===== src/logic/pers_pkg.sv =====
`default_nettype none

package pers_pkg;

   // ********************************************************************
   // dispatch interface
   // ********************************************************************

   localparam int INST_W    = 32;
   localparam int NUM_AEG   = 2;
   localparam int AEG_IDX_W = 18;
   localparam int AEG_SEL_W = 1;
   localparam int DATA_W    = 64;
   localparam int CAEP_W    = 5;
   localparam int CLASS_W   = 7;

   localparam logic [CLASS_W-1:0] CLASS_AEG_WR = 7'h20;
   localparam logic [CLASS_W-1:0] CLASS_AEG_RD = 7'h1c;
   localparam logic [CLASS_W-1:0] CLASS_CAEP   = 7'h68;

   localparam logic [CAEP_W-1:0] CAEP_NOP    = 5'd0;
   localparam logic [CAEP_W-1:0] CAEP_LAUNCH = 5'd1;

   localparam int EXC_W      = 16;
   localparam int EXC_UNIMPL = 0;
   localparam int EXC_AEGIDX = 1;

   // same 32 bits, two field layouts
   typedef struct packed {
      logic [CLASS_W-1:0]                  inst_class;
      logic [INST_W-CLASS_W-AEG_IDX_W-1:0] pad;
      logic [AEG_IDX_W-1:0]                aeg_idx;
   } aeg_view_t;

   typedef struct packed {
      logic [CLASS_W-1:0]               inst_class;
      logic [INST_W-CLASS_W-CAEP_W-1:0] pad;
      logic [CAEP_W-1:0]                caep;
   } caep_view_t;

   typedef union packed {
      aeg_view_t  aeg_view;
      caep_view_t caep_view;
   } dispatch_inst_u;

   typedef struct packed {
      logic                 aeg_wr;
      logic                 aeg_rd;
      logic [AEG_IDX_W-1:0] aeg_idx;
      logic                 launch;
      logic                 unimpl;
   } dispatch_t;

   // ********************************************************************
   // instruction chain
   // ********************************************************************

   localparam int PE_COUNT   = 16;
   localparam int MIN_BUSY   = 64;
   localparam int BUSY_CNT_W = $clog2(MIN_BUSY + 1);
   localparam int OP_W       = 8;
   localparam int PE_ID_W    = 8;
   localparam int ARG_W      = 48;

   localparam logic [OP_W-1:0] OP_NOP    = 8'd0;
   localparam logic [OP_W-1:0] OP_RETURN = 8'd1;
   localparam logic [OP_W-1:0] OP_COUNT  = 8'd2;

   // opcode sits in the low byte
   typedef struct packed {
      logic [ARG_W-1:0]   arg;
      logic [PE_ID_W-1:0] pe_id;
      logic [OP_W-1:0]    opcode;
   } chain_word_t;

   localparam chain_word_t NOP_WORD = '{arg: '0, pe_id: '0, opcode: OP_NOP};

endpackage

`default_nettype wire

===== src/logic/cae_pers.sv =====
`timescale 1ns/1ns
`default_nettype none

module cae_pers (
   input  wire                                clk,
   input  wire                                reset_per,

   // dispatch interface
   input  wire  pers_pkg::dispatch_inst_u     cae_inst_i,
   input  wire  [pers_pkg::DATA_W-1:0]        cae_data_i,
   input  wire                                cae_inst_vld_i,

   output logic [pers_pkg::AEG_IDX_W-1:0]     cae_aeg_cnt_o,
   output logic [pers_pkg::EXC_W-1:0]         cae_exception_o,
   output logic [pers_pkg::DATA_W-1:0]        cae_ret_data_o,
   output logic                               cae_ret_data_vld_o,
   output logic                               cae_idle_o,
   output logic                               cae_stall_o
);

   pers_pkg::dispatch_t   dispatch;
   pers_pkg::chain_word_t aeg0_word;
   pers_pkg::chain_word_t chain_word [pers_pkg::PE_COUNT+1];
   logic [pers_pkg::PE_COUNT:0] chain_busy;

   assign cae_aeg_cnt_o = pers_pkg::AEG_IDX_W'(pers_pkg::NUM_AEG);

   // ********************************************************************
   // dispatch side
   // ********************************************************************

   inst_decode i_inst_decode (
      .inst_i     (cae_inst_i),
      .inst_vld_i (cae_inst_vld_i),
      .dispatch_o (dispatch)
   );

   aeg_file i_aeg_file (
      .clk         (clk),
      .reset_per   (reset_per),
      .dispatch_i  (dispatch),
      .data_i      (cae_data_i),
      .tail_i      (chain_word[pers_pkg::PE_COUNT]),
      .aeg0_o      (aeg0_word),
      .ret_data_o  (cae_ret_data_o),
      .ret_vld_o   (cae_ret_data_vld_o),
      .exception_o (cae_exception_o)
   );

   launch_ctrl i_launch_ctrl (
      .clk          (clk),
      .reset_per    (reset_per),
      .launch_i     (dispatch.launch),
      .aeg0_i       (aeg0_word),
      .chain_busy_i (chain_busy[pers_pkg::PE_COUNT]),
      .head_o       (chain_word[0]),
      .idle_o       (cae_idle_o),
      .stall_o      (cae_stall_o)
   );

   // ********************************************************************
   // PE chain
   // ********************************************************************

   // nothing is busy ahead of the first stage
   assign chain_busy[0] = 1'b0;

   for (genvar g = 0; g < pers_pkg::PE_COUNT; g++) begin : gen_pe
      pe_stage #(
         .PE_INDEX (g)
      ) i_pe_stage (
         .clk       (clk),
         .reset_per (reset_per),
         .word_i    (chain_word[g]),
         .busy_i    (chain_busy[g]),
         .word_o    (chain_word[g+1]),
         .busy_o    (chain_busy[g+1])
      );
   end

endmodule

`default_nettype wire


===== src/logic/pe_stage.sv =====
`timescale 1ns/1ns
`default_nettype none

module pe_stage #(
   parameter int PE_INDEX = 0
) (
   input  wire                         clk,
   input  wire                         reset_per,
   input  wire  pers_pkg::chain_word_t word_i,
   input  wire                         busy_i,
   output pers_pkg::chain_word_t       word_o,
   output logic                        busy_o
);

   pers_pkg::chain_word_t word_nxt;
   pers_pkg::chain_word_t word_q;

   // count words bump their argument, the addressed PE turns them around
   always_comb begin
      word_nxt = word_i;
      if (word_i.opcode == pers_pkg::OP_COUNT) begin
         word_nxt.arg = word_i.arg + 1'b1;
         if (word_i.pe_id == pers_pkg::PE_ID_W'(PE_INDEX)) begin
            word_nxt.opcode = pers_pkg::OP_RETURN;
         end
      end
   end

   always_ff @(posedge clk) begin
      word_q <= word_nxt;
      if (reset_per) begin
         word_q.opcode <= pers_pkg::OP_NOP;
      end
   end

   assign word_o = word_q;
   assign busy_o = busy_i || (word_q.opcode != pers_pkg::OP_NOP);

   // a finished word is never counted again
   assert property (@(posedge clk) disable iff (reset_per)
      (word_i.opcode == pers_pkg::OP_RETURN) |=> (word_o.opcode != pers_pkg::OP_COUNT));

endmodule

`default_nettype wire


===== src/logic/launch_ctrl.sv =====
`timescale 1ns/1ns
`default_nettype none

module launch_ctrl (
   input  wire                         clk,
   input  wire                         reset_per,
   input  wire                         launch_i,
   input  wire  pers_pkg::chain_word_t aeg0_i,
   input  wire                         chain_busy_i,
   output pers_pkg::chain_word_t       head_o,
   output logic                        idle_o,
   output logic                        stall_o
);

   logic                            launch_q;
   logic [pers_pkg::BUSY_CNT_W-1:0] busy_cnt_q;
   logic                            window;
   pers_pkg::chain_word_t           head_q;

   // ********************************************************************
   // launch strobe and minimum busy window
   // ********************************************************************

   always_ff @(posedge clk) begin
      if (reset_per) begin
         launch_q <= 1'b0;
      end else begin
         launch_q <= launch_i;
      end
   end

   always_ff @(posedge clk) begin
      if (reset_per) begin
         busy_cnt_q <= '0;
      end else if (launch_q) begin
         busy_cnt_q <= pers_pkg::BUSY_CNT_W'(pers_pkg::MIN_BUSY);
      end else if (window) begin
         busy_cnt_q <= busy_cnt_q - 1'b1;
      end
   end

   assign window = busy_cnt_q != '0;

   // ********************************************************************
   // chain injection
   // ********************************************************************

   // AEG 0 goes in for one cycle, NOP otherwise
   always_ff @(posedge clk) begin
      if (reset_per) begin
         head_q <= pers_pkg::NOP_WORD;
      end else if (launch_q) begin
         head_q <= aeg0_i;
      end else begin
         head_q <= pers_pkg::NOP_WORD;
      end
   end

   assign head_o = head_q;

   // launch_i covers the dispatch cycle itself
   assign stall_o = launch_i || launch_q || window || chain_busy_i;
   assign idle_o  = !stall_o;

   assert property (@(posedge clk) idle_o == !stall_o);

endmodule

`default_nettype wire


===== src/logic/aeg_file.sv =====
`timescale 1ns/1ns
`default_nettype none

module aeg_file (
   input  wire                           clk,
   input  wire                           reset_per,
   input  wire  pers_pkg::dispatch_t     dispatch_i,
   input  wire  [pers_pkg::DATA_W-1:0]   data_i,
   input  wire  pers_pkg::chain_word_t   tail_i,
   output pers_pkg::chain_word_t         aeg0_o,
   output logic [pers_pkg::DATA_W-1:0]   ret_data_o,
   output logic                          ret_vld_o,
   output logic [pers_pkg::EXC_W-1:0]    exception_o
);

   logic [pers_pkg::DATA_W-1:0]    aeg_q [pers_pkg::NUM_AEG];
   logic [pers_pkg::AEG_SEL_W-1:0] sel;
   logic                           idx_ok;
   logic                           wr_ok;
   logic                           rd_ok;
   logic                           ret_capture;
   logic                           ret_vld_q;
   logic [pers_pkg::DATA_W-1:0]    ret_data_q;
   logic                           unimpl_q;
   logic                           aegidx_q;

   assign idx_ok = dispatch_i.aeg_idx < pers_pkg::NUM_AEG;
   assign sel    = dispatch_i.aeg_idx[pers_pkg::AEG_SEL_W-1:0];
   assign wr_ok  = dispatch_i.aeg_wr && idx_ok;
   assign rd_ok  = dispatch_i.aeg_rd && idx_ok;

   // return word from the end of the chain
   assign ret_capture = tail_i.opcode == pers_pkg::OP_RETURN;

   // ********************************************************************
   // register file
   // ********************************************************************

   for (genvar g = 0; g < pers_pkg::NUM_AEG; g++) begin : gen_aeg
      logic capture;

      // only AEG 0 takes chain results
      assign capture = (g == 0) && ret_capture;

      always_ff @(posedge clk) begin
         if (wr_ok && sel == g) begin
            aeg_q[g] <= data_i;
         end else if (capture) begin
            aeg_q[g] <= tail_i;
         end
      end
   end

   assign aeg0_o = aeg_q[0];

   // ********************************************************************
   // read return and exceptions
   // ********************************************************************

   always_ff @(posedge clk) begin
      if (reset_per) begin
         ret_vld_q <= 1'b0;
         unimpl_q  <= 1'b0;
         aegidx_q  <= 1'b0;
      end else begin
         ret_vld_q <= rd_ok;
         unimpl_q  <= dispatch_i.unimpl;
         aegidx_q  <= (dispatch_i.aeg_wr || dispatch_i.aeg_rd) && !idx_ok;
      end
   end

   always_ff @(posedge clk) begin
      if (rd_ok) begin
         ret_data_q <= aeg_q[sel];
      end
   end

   assign ret_vld_o  = ret_vld_q;
   assign ret_data_o = ret_data_q;

   always_comb begin
      exception_o = '0;
      exception_o[pers_pkg::EXC_UNIMPL] = unimpl_q;
      exception_o[pers_pkg::EXC_AEGIDX] = aegidx_q;
   end

   assert property (@(posedge clk) disable iff (reset_per)
      !(ret_vld_o && exception_o[pers_pkg::EXC_AEGIDX]));

endmodule

`default_nettype wire


===== src/logic/inst_decode.sv =====
`timescale 1ns/1ns
`default_nettype none

module inst_decode (
   input  wire  pers_pkg::dispatch_inst_u inst_i,
   input  wire                            inst_vld_i,
   output pers_pkg::dispatch_t            dispatch_o
);

   logic [pers_pkg::CLASS_W-1:0] inst_class;

   // class bits line up in both views
   assign inst_class = inst_i.aeg_view.inst_class;

   always_comb begin
      dispatch_o = '0;
      if (inst_vld_i) begin
         case (inst_class)
            pers_pkg::CLASS_AEG_WR: begin
               dispatch_o.aeg_wr  = 1'b1;
               dispatch_o.aeg_idx = inst_i.aeg_view.aeg_idx;
            end
            pers_pkg::CLASS_AEG_RD: begin
               dispatch_o.aeg_rd  = 1'b1;
               dispatch_o.aeg_idx = inst_i.aeg_view.aeg_idx;
            end
            pers_pkg::CLASS_CAEP: begin
               case (inst_i.caep_view.caep)
                  // caep 0 is accepted and does nothing
                  pers_pkg::CAEP_NOP: begin
                     dispatch_o.unimpl = 1'b0;
                  end
                  pers_pkg::CAEP_LAUNCH: begin
                     dispatch_o.launch = 1'b1;
                  end
                  default: begin
                     dispatch_o.unimpl = 1'b1;
                  end
               endcase
            end
            default: begin
               dispatch_o.unimpl = 1'b1;
            end
         endcase
      end
   end

endmodule

`default_nettype wire


===== config.mk =====
export PLATFORM = sky130hd
export DESIGN_NAME = cae_pers
export DESIGN_NICKNAME = d
export VERILOG_FILES = /design/src/logic/pers_pkg.sv /design/src/logic/cae_pers.sv /design/src/logic/pe_stage.sv /design/src/logic/launch_ctrl.sv /design/src/logic/aeg_file.sv /design/src/logic/inst_decode.sv
export SDC_FILE = /design/constraint.sdc
export NUM_CORES = 2
export LEC_CHECK = 0
export BUFFER_PORTS_ARGS = -buffer_cell sky130_fd_sc_hd__buf_4
export CAP_MARGIN = 5
export CORE_MARGIN = 2
export CORE_UTILIZATION = 46
export DETAILED_ROUTE_END_ITERATION = 6
export PLACE_DENSITY = 0.72
export SYNTH_ARGS = -nofsm -noshare
export SYNTH_HDL_FRONTEND = slang
export SYNTH_SLANG_ARGS = --single-unit
export TNS_END_PERCENT = 20

===== constraint.sdc =====
create_clock -name clk -period 8.1 [get_ports clk]
set_clock_uncertainty 0.2 [all_clocks]
set_input_delay 0 -clock clk [delete_from_list [all_inputs] [get_ports clk]]
set_output_delay 0 -clock clk [all_outputs]
set_load 0.005 [all_outputs]

; ---- Word level (Yosys, flattened, before mapping)
; Memory sizes are Yosys's and may differ from the RTL's. A register that Yosys moved wholly into a read port is not among the register bits.
; Cells that the tools add are included.
[word_totals]
latchBits = 0
output_inout_bits = 101
memories = 1
regBits = 1035
elab_cells = 230
inputBits = 99
ram_bits = 128
rom_bits = 0
[memory_table]
columns = name, depth, width, rd, rd_ports_with_merged_regs, write_ports, line_no
row1 = i_aeg_file.aeg_q, 2, 64, 2, 2, 2, aeg_file.sv:16  ; logic [pers_pkg::DATA_W-1:0] aeg_q [pers_pkg::NUM_AEG];
[op_classes]
eq_ne = 36
n_reduce_logical = 51
n_mux = 66
addsub = 17
shifts = 0
n_bitwise = 4
multipliers = 0
magnitude_cmp = 1
div = 0
[op_table]
columns = operator, count
row1 = 48-bit by 1-bit adder with 48-bit output (second input constant), 16
row2 = 48-bit two-way mux, 16
row3 = 8-bit two-way mux, 32
row4 = 8-bit by 2-bit == test with 1-bit output (second input constant), 18
row5 = 8-bit nonzero test, 16
row6 = 8-bit by 4-bit == test with 1-bit output (second input constant), 8
row7 = 64-bit two-way mux, 1
row8 = 8-bit by 3-bit == test with 1-bit output (second input constant), 4
row9 = 22-bit two-way mux, 1
row10 = 1-bit logical OR, 19
row11 = 18-bit by 2-bit less-than comparator with 1-bit output (second input constant), 1
row12 = 18-bit two-way mux, 1
row13 = 8-bit by 1-bit == test with 1-bit output (second input constant), 2
row14 = 7-bit two-way mux, 2
row15 = 1-bit two-way mux, 12
row16 = 2-bit OR reduction, 5
row17 = 8-bit zero test, 1
row18 = 7-bit by 5-bit == test with 1-bit output (second input constant), 1
row19 = 7-bit by 6-bit == test with 1-bit output (second input constant), 1
row20 = 7-bit == test (second input constant), 1
row21 = 7-bit nonzero test, 1
row22 = 7-bit by 1-bit subtractor with 7-bit output (second input constant), 1
row23 = 5-bit by 1-bit == test with 1-bit output (second input constant), 1
row24 = 1-bit logical AND, 5
row25 = other kinds (6), 9

; ---- Longest topological paths before layout
[logic_depth]
depth_word = 18
depth_mapped = 7
mapped_depth_nobuf = 6

; ---- Cells and area by module
; Synthesis repeated with hierarchy kept, for this count alone.
[unflattened]
hier_cells = 4372
area_unflattened_um2 = 49053.3
[modules_own_cells]
columns = mod, area_per_inst_um2, seq_area_each_um2, instances, cells_each
row1 = pe_stage at gen_pe[10].i_pe_stage ..., 2399.8, 1281.2, 5, 230
row2 = pe_stage at gen_pe[1].i_pe_stage ..., 2397.3, 1281.2, 4, 230
row3 = aeg_file, 7785.0, 5825.6, 1, 372
row4 = pe_stage at gen_pe[11].i_pe_stage ..., 2447.3, 1281.2, 2, 242
row5 = pe_stage at gen_pe[13].i_pe_stage ..., 2446.1, 1281.2, 2, 243
row6 = pe_stage at gen_pe[0].i_pe_stage, 2516.2, 1281.2, 1, 244
row7 = pe_stage at gen_pe[12].i_pe_stage, 2397.3, 1281.2, 1, 231
row8 = pe_stage at gen_pe[15].i_pe_stage, 2396.0, 1281.2, 1, 231
row9 = launch_ctrl, 2104.5, 1441.4, 1, 177
row10 = inst_decode, 336.6, 0.0, 1, 57
row11 = cae_pers, 142.6, 0.0, 1, 20

; ---- Worst setup path after synthesis
; No wires, ideal clock.
[synth_path]
path_type = input to register
start = input cae_inst_i[1] (netlist name)
end = memory i_aeg_file.aeg_q[0][0] (netlist name) (enable)
path_stages = 5
setup_time_ns = 0.661
arrival_time_ns = 7.368
required_time_ns = 7.239
slack_ns = -0.128
path_cell_list = nor4_1 nand4_1 nor4_1 nand2_1 o41ai_1
[synth_rtl]
columns = element, line_no
row1 = "start, declared", cae_pers.sv:9  ; input wire pers_pkg::dispatch_inst_u cae_inst_i,
row2 = "end, declared", aeg_file.sv:16

==> reports/results.ini <==
[power]
p_leak_nw=21.1
clockPowerShare_pct=45.8
peakVddDrop_mv=0.207
swShare_pct=20.7
cellPowerDensity_mw_per_mm2=224
p_switching_mw=2.59
power.total_mw=12.5
combPwrFrac_pct=2.1
power.share.sequential_pct=52.1
p_int_mw=9.92

[clock_network]
cts_root_buf=clkbuf_16
clk_latency_ps=710
clkTransAtPathRegs_ps=60
numCtsBuffers=120
cts_tree=built
ctsHtreeMaxLevel=3
cts_resized=0
cts.sinks=1291
ctsLongestPathBuffers=3

[setup_path]
crit_family=buffers and inverters
max_stage_delay_ps=630
worst-path-stages=10
critPathSlowestCell=buf_4
cp-startpoint=cae_inst_i[5]
r2r_end=i_aeg_file.aeg_q[0][21]
crit_path_cell_trace=dlygate4sd3_1, buf_4, dlygate4sd3_1, nor4_1, dlygate4sd3_1, dlygate4sd3_1, nand2_1, o41ai_4, buf_4, buf_4
critPathCapture=i_aeg_file.aeg_q[0][0]
arrival_ps=4370
rr_worst_depth=6
crit_type=primary input to flop
cp.required_ps=8200
crit_top_cell=dlygate4sd3_1
regToRegStartpoint=gen_pe[15].i_pe_stage.word_o[2]
worst_setup_path_start_kind=primary input
endpoint_kind=flop
cp_max_fo=51
path_buf_inv=7
rrSetupSlack_ps=4770

[sta]
hold_violations=0
tightest_slew_ps=1270
post-route-period-util_pct=52.6
max_freq_mhz=235
setup_viol=0
slew_headroom_pct=15.1
slew_viol_final=0
finalWorstPathRequiredPeriod_ps=4260
rsz0062_at_grt=no
setup_tns_ps=0

[cells_and_area]
drive_above_1_share_pct=11.4
final_common_cell=dfxtp_1
multi_input_area_mm2=0.0190
final_cell_mix=1099 x dfxtp_1, 455 x xnor2_1, 303 x nand2_1
fillers=8630
fin_nets=4806
synthToLayoutAreaGrowth_pct=17.4
final_util_pct=54.3
ff_latch_area_mm2=0.0278

[yosys]
yosys_warnings=0
syn-mean-instance-area_um2=11.0
synth_edf_count=192
synth_top_flop_cell=dfxtp_1
yosysSeqAreaShare_pct=58.3
ys_async_sr_fraction_pct=0
netlist_area_mm2=0.0476
yosys.cell_types.count=53
ys_ff_latch=1291
synthCells=4323

[route]
drt_pass1_iterations=5
dr_wl_met2_um=54200
wirelength_met1_um=52400
wl_per_cell_um=19.0
top_layer_used=met5
drc_errors=0
wl_met3_um=6930
vias=32400
drt_wl_total_um=117000
viasPerCell=5.24
drt_iter0_drc=2234
detail-route-antenna-nets=0

[floorplan]
fp.dieH_um=326
fp.dieArea_mm2=0.106
start_util_pct=46.2
die_x_um=326
fp-row-count=118
io_pins=200
core_mm2=0.103

[place]
place.detailed.hpwl_um=82900
gp_congestion=0.891
io_buffers=160

[global_routing]
grt-ovfl-total=0
grt_pass1_wl_um=181000
grt_antenna_before_repair=2
track_usage_pct=21.6
grt_pass1_vias=32200
grt_max_degree=105

[min_path]
whs_path_depth=3
hold_path_class=primary input to flop

[run]
max-cap-violations=0

[outcome]
outcome=finished, final reports clean

worst min path at each step:
stage / from / slack, ps / to
floorplan: cae_data_i[0] / -100 / i_aeg_file.aeg_q[1][0]
global placement: cae_data_i[7] / -10 / i_aeg_file.aeg_q[1][7]
detailed placement: cae_data_i[0] / -10 / i_aeg_file.aeg_q[1][0]
CTS: cae_data_i[1] / 4 / i_aeg_file.aeg_q[0][1]
global route: cae_data_i[3] / 30 / i_aeg_file.aeg_q[0][3]
finish: cae_data_i[3] / 40 / i_aeg_file.aeg_q[0][3]
Yosys cell counts (24+ instances only):
library cell | number | area [um^2]
buf_4 | 34 | 255
edfxtp_1 | 192 | 5770
nor3_1 | 166 | 831
clkbuf_1 | 57 | 214
nor2_1 | 252 | 946
dfxtp_1 | 1099 | 22000
nor4_1 | 106 | 663
or4_1 | 24 | 180
inv_1 | 111 | 417
and4_1 | 73 | 639
nand4_1 | 262 | 1640
xnor2_1 | 455 | 3990
nand2_1 | 303 | 1140
mux2_2 | 133 | 1500
nand3_1 | 264 | 1320
and2_1 | 102 | 638
nor2b_1 | 104 | 651
nor4b_1 | 29 | 254
xor2_1 | 302 | 2650
and3_1 | 102 | 638
per-layer routing:
layer / vias to the layer above / track usage, %
met5: - / 0
met4: 2 / 6.75
met3: 210 / 3.90
met2: 896 / 35.4
met1: 15600 / 29.0
li1: 15700 / -
per-stage QoR:
step	cell area, um^2	setup WS (ps)	cells	hold WS [ps]
2_1_floorplan	47700	2090	4353	-101
3_3_place_gp	50200	4780	5792	-14.0
3_5_place_dp	50200	4720	5792	-12.9
4_1_cts	55900	4030	6169	4.08
5_1_grt	55900	3780	6172	26.7
6_report	55900	3840	6173	44.9
state kept, by name, summed over array words and instances (netlist names):
register and cells:
gen_pe.i_pe_stage.word_o 1024, i_aeg_file.aeg_q 128, i_aeg_file.aegidx_q 1, i_aeg_file.ret_data_o 64, i_aeg_file.ret_vld_o 1, i_aeg_file.unimpl_q 1, i_launch_ctrl.busy_cnt_q 7, i_launch_ctrl.head_o 64
i_launch_ctrl.launch_q 1
repair_timing:
| item | in CTS | in global routing |
|---|---|---|
| hold buffers | 154 | 1 |
| endpoints found under the setup margin | 0 | 0 |
| hold endpoints to repair | 178 | 1 |
| buffers inserted | 0 | 0 |
worst min-delay path, delay by kind of cell:
| family | cells | cell delay [ps] |
|---|---|---|
| simple gates | 1 | 120 |
| buf+inv | 2 | 700 |
logic make-up (layout without fill, tap and decap cells):
family	after synthesis	after routing	synth area share [%]
simple gates	1884	1884	21.9
flops	1291	1291	58.3
xor+xnor	757	757	13.9
buf+inv	224	662	2.08
mux	133	133	3.15
fa+ha+maj	17	17	0.447
compound gates	15	15	0.194
other cells	2	34	0.0158
final cells by class:
class | instances | area share (%)
inverters | 111 | 0.745
flip-flops and latches | 1291 | 49.7
clock inverters | 62 | 1.28
repair buffers | 328 | 5.10
diodes | 2 | 0.00895
multi-input cells | 2838 | 34.1
well taps | 1380 | 3.09
clock buffers | 161 | 6.07
power by group through the flow:
stage	logic [mW]	clock network, mW	registers, mW
finish	0.266	5.72	6.52
global route	0.281	6.05	6.52
CTS	0.254	5.79	6.52
detailed placement	0.197	0	6.66
global placement	0.190	0	6.66
floorplan	0.114	0	6.66
(Power assumes the default switching activity.)
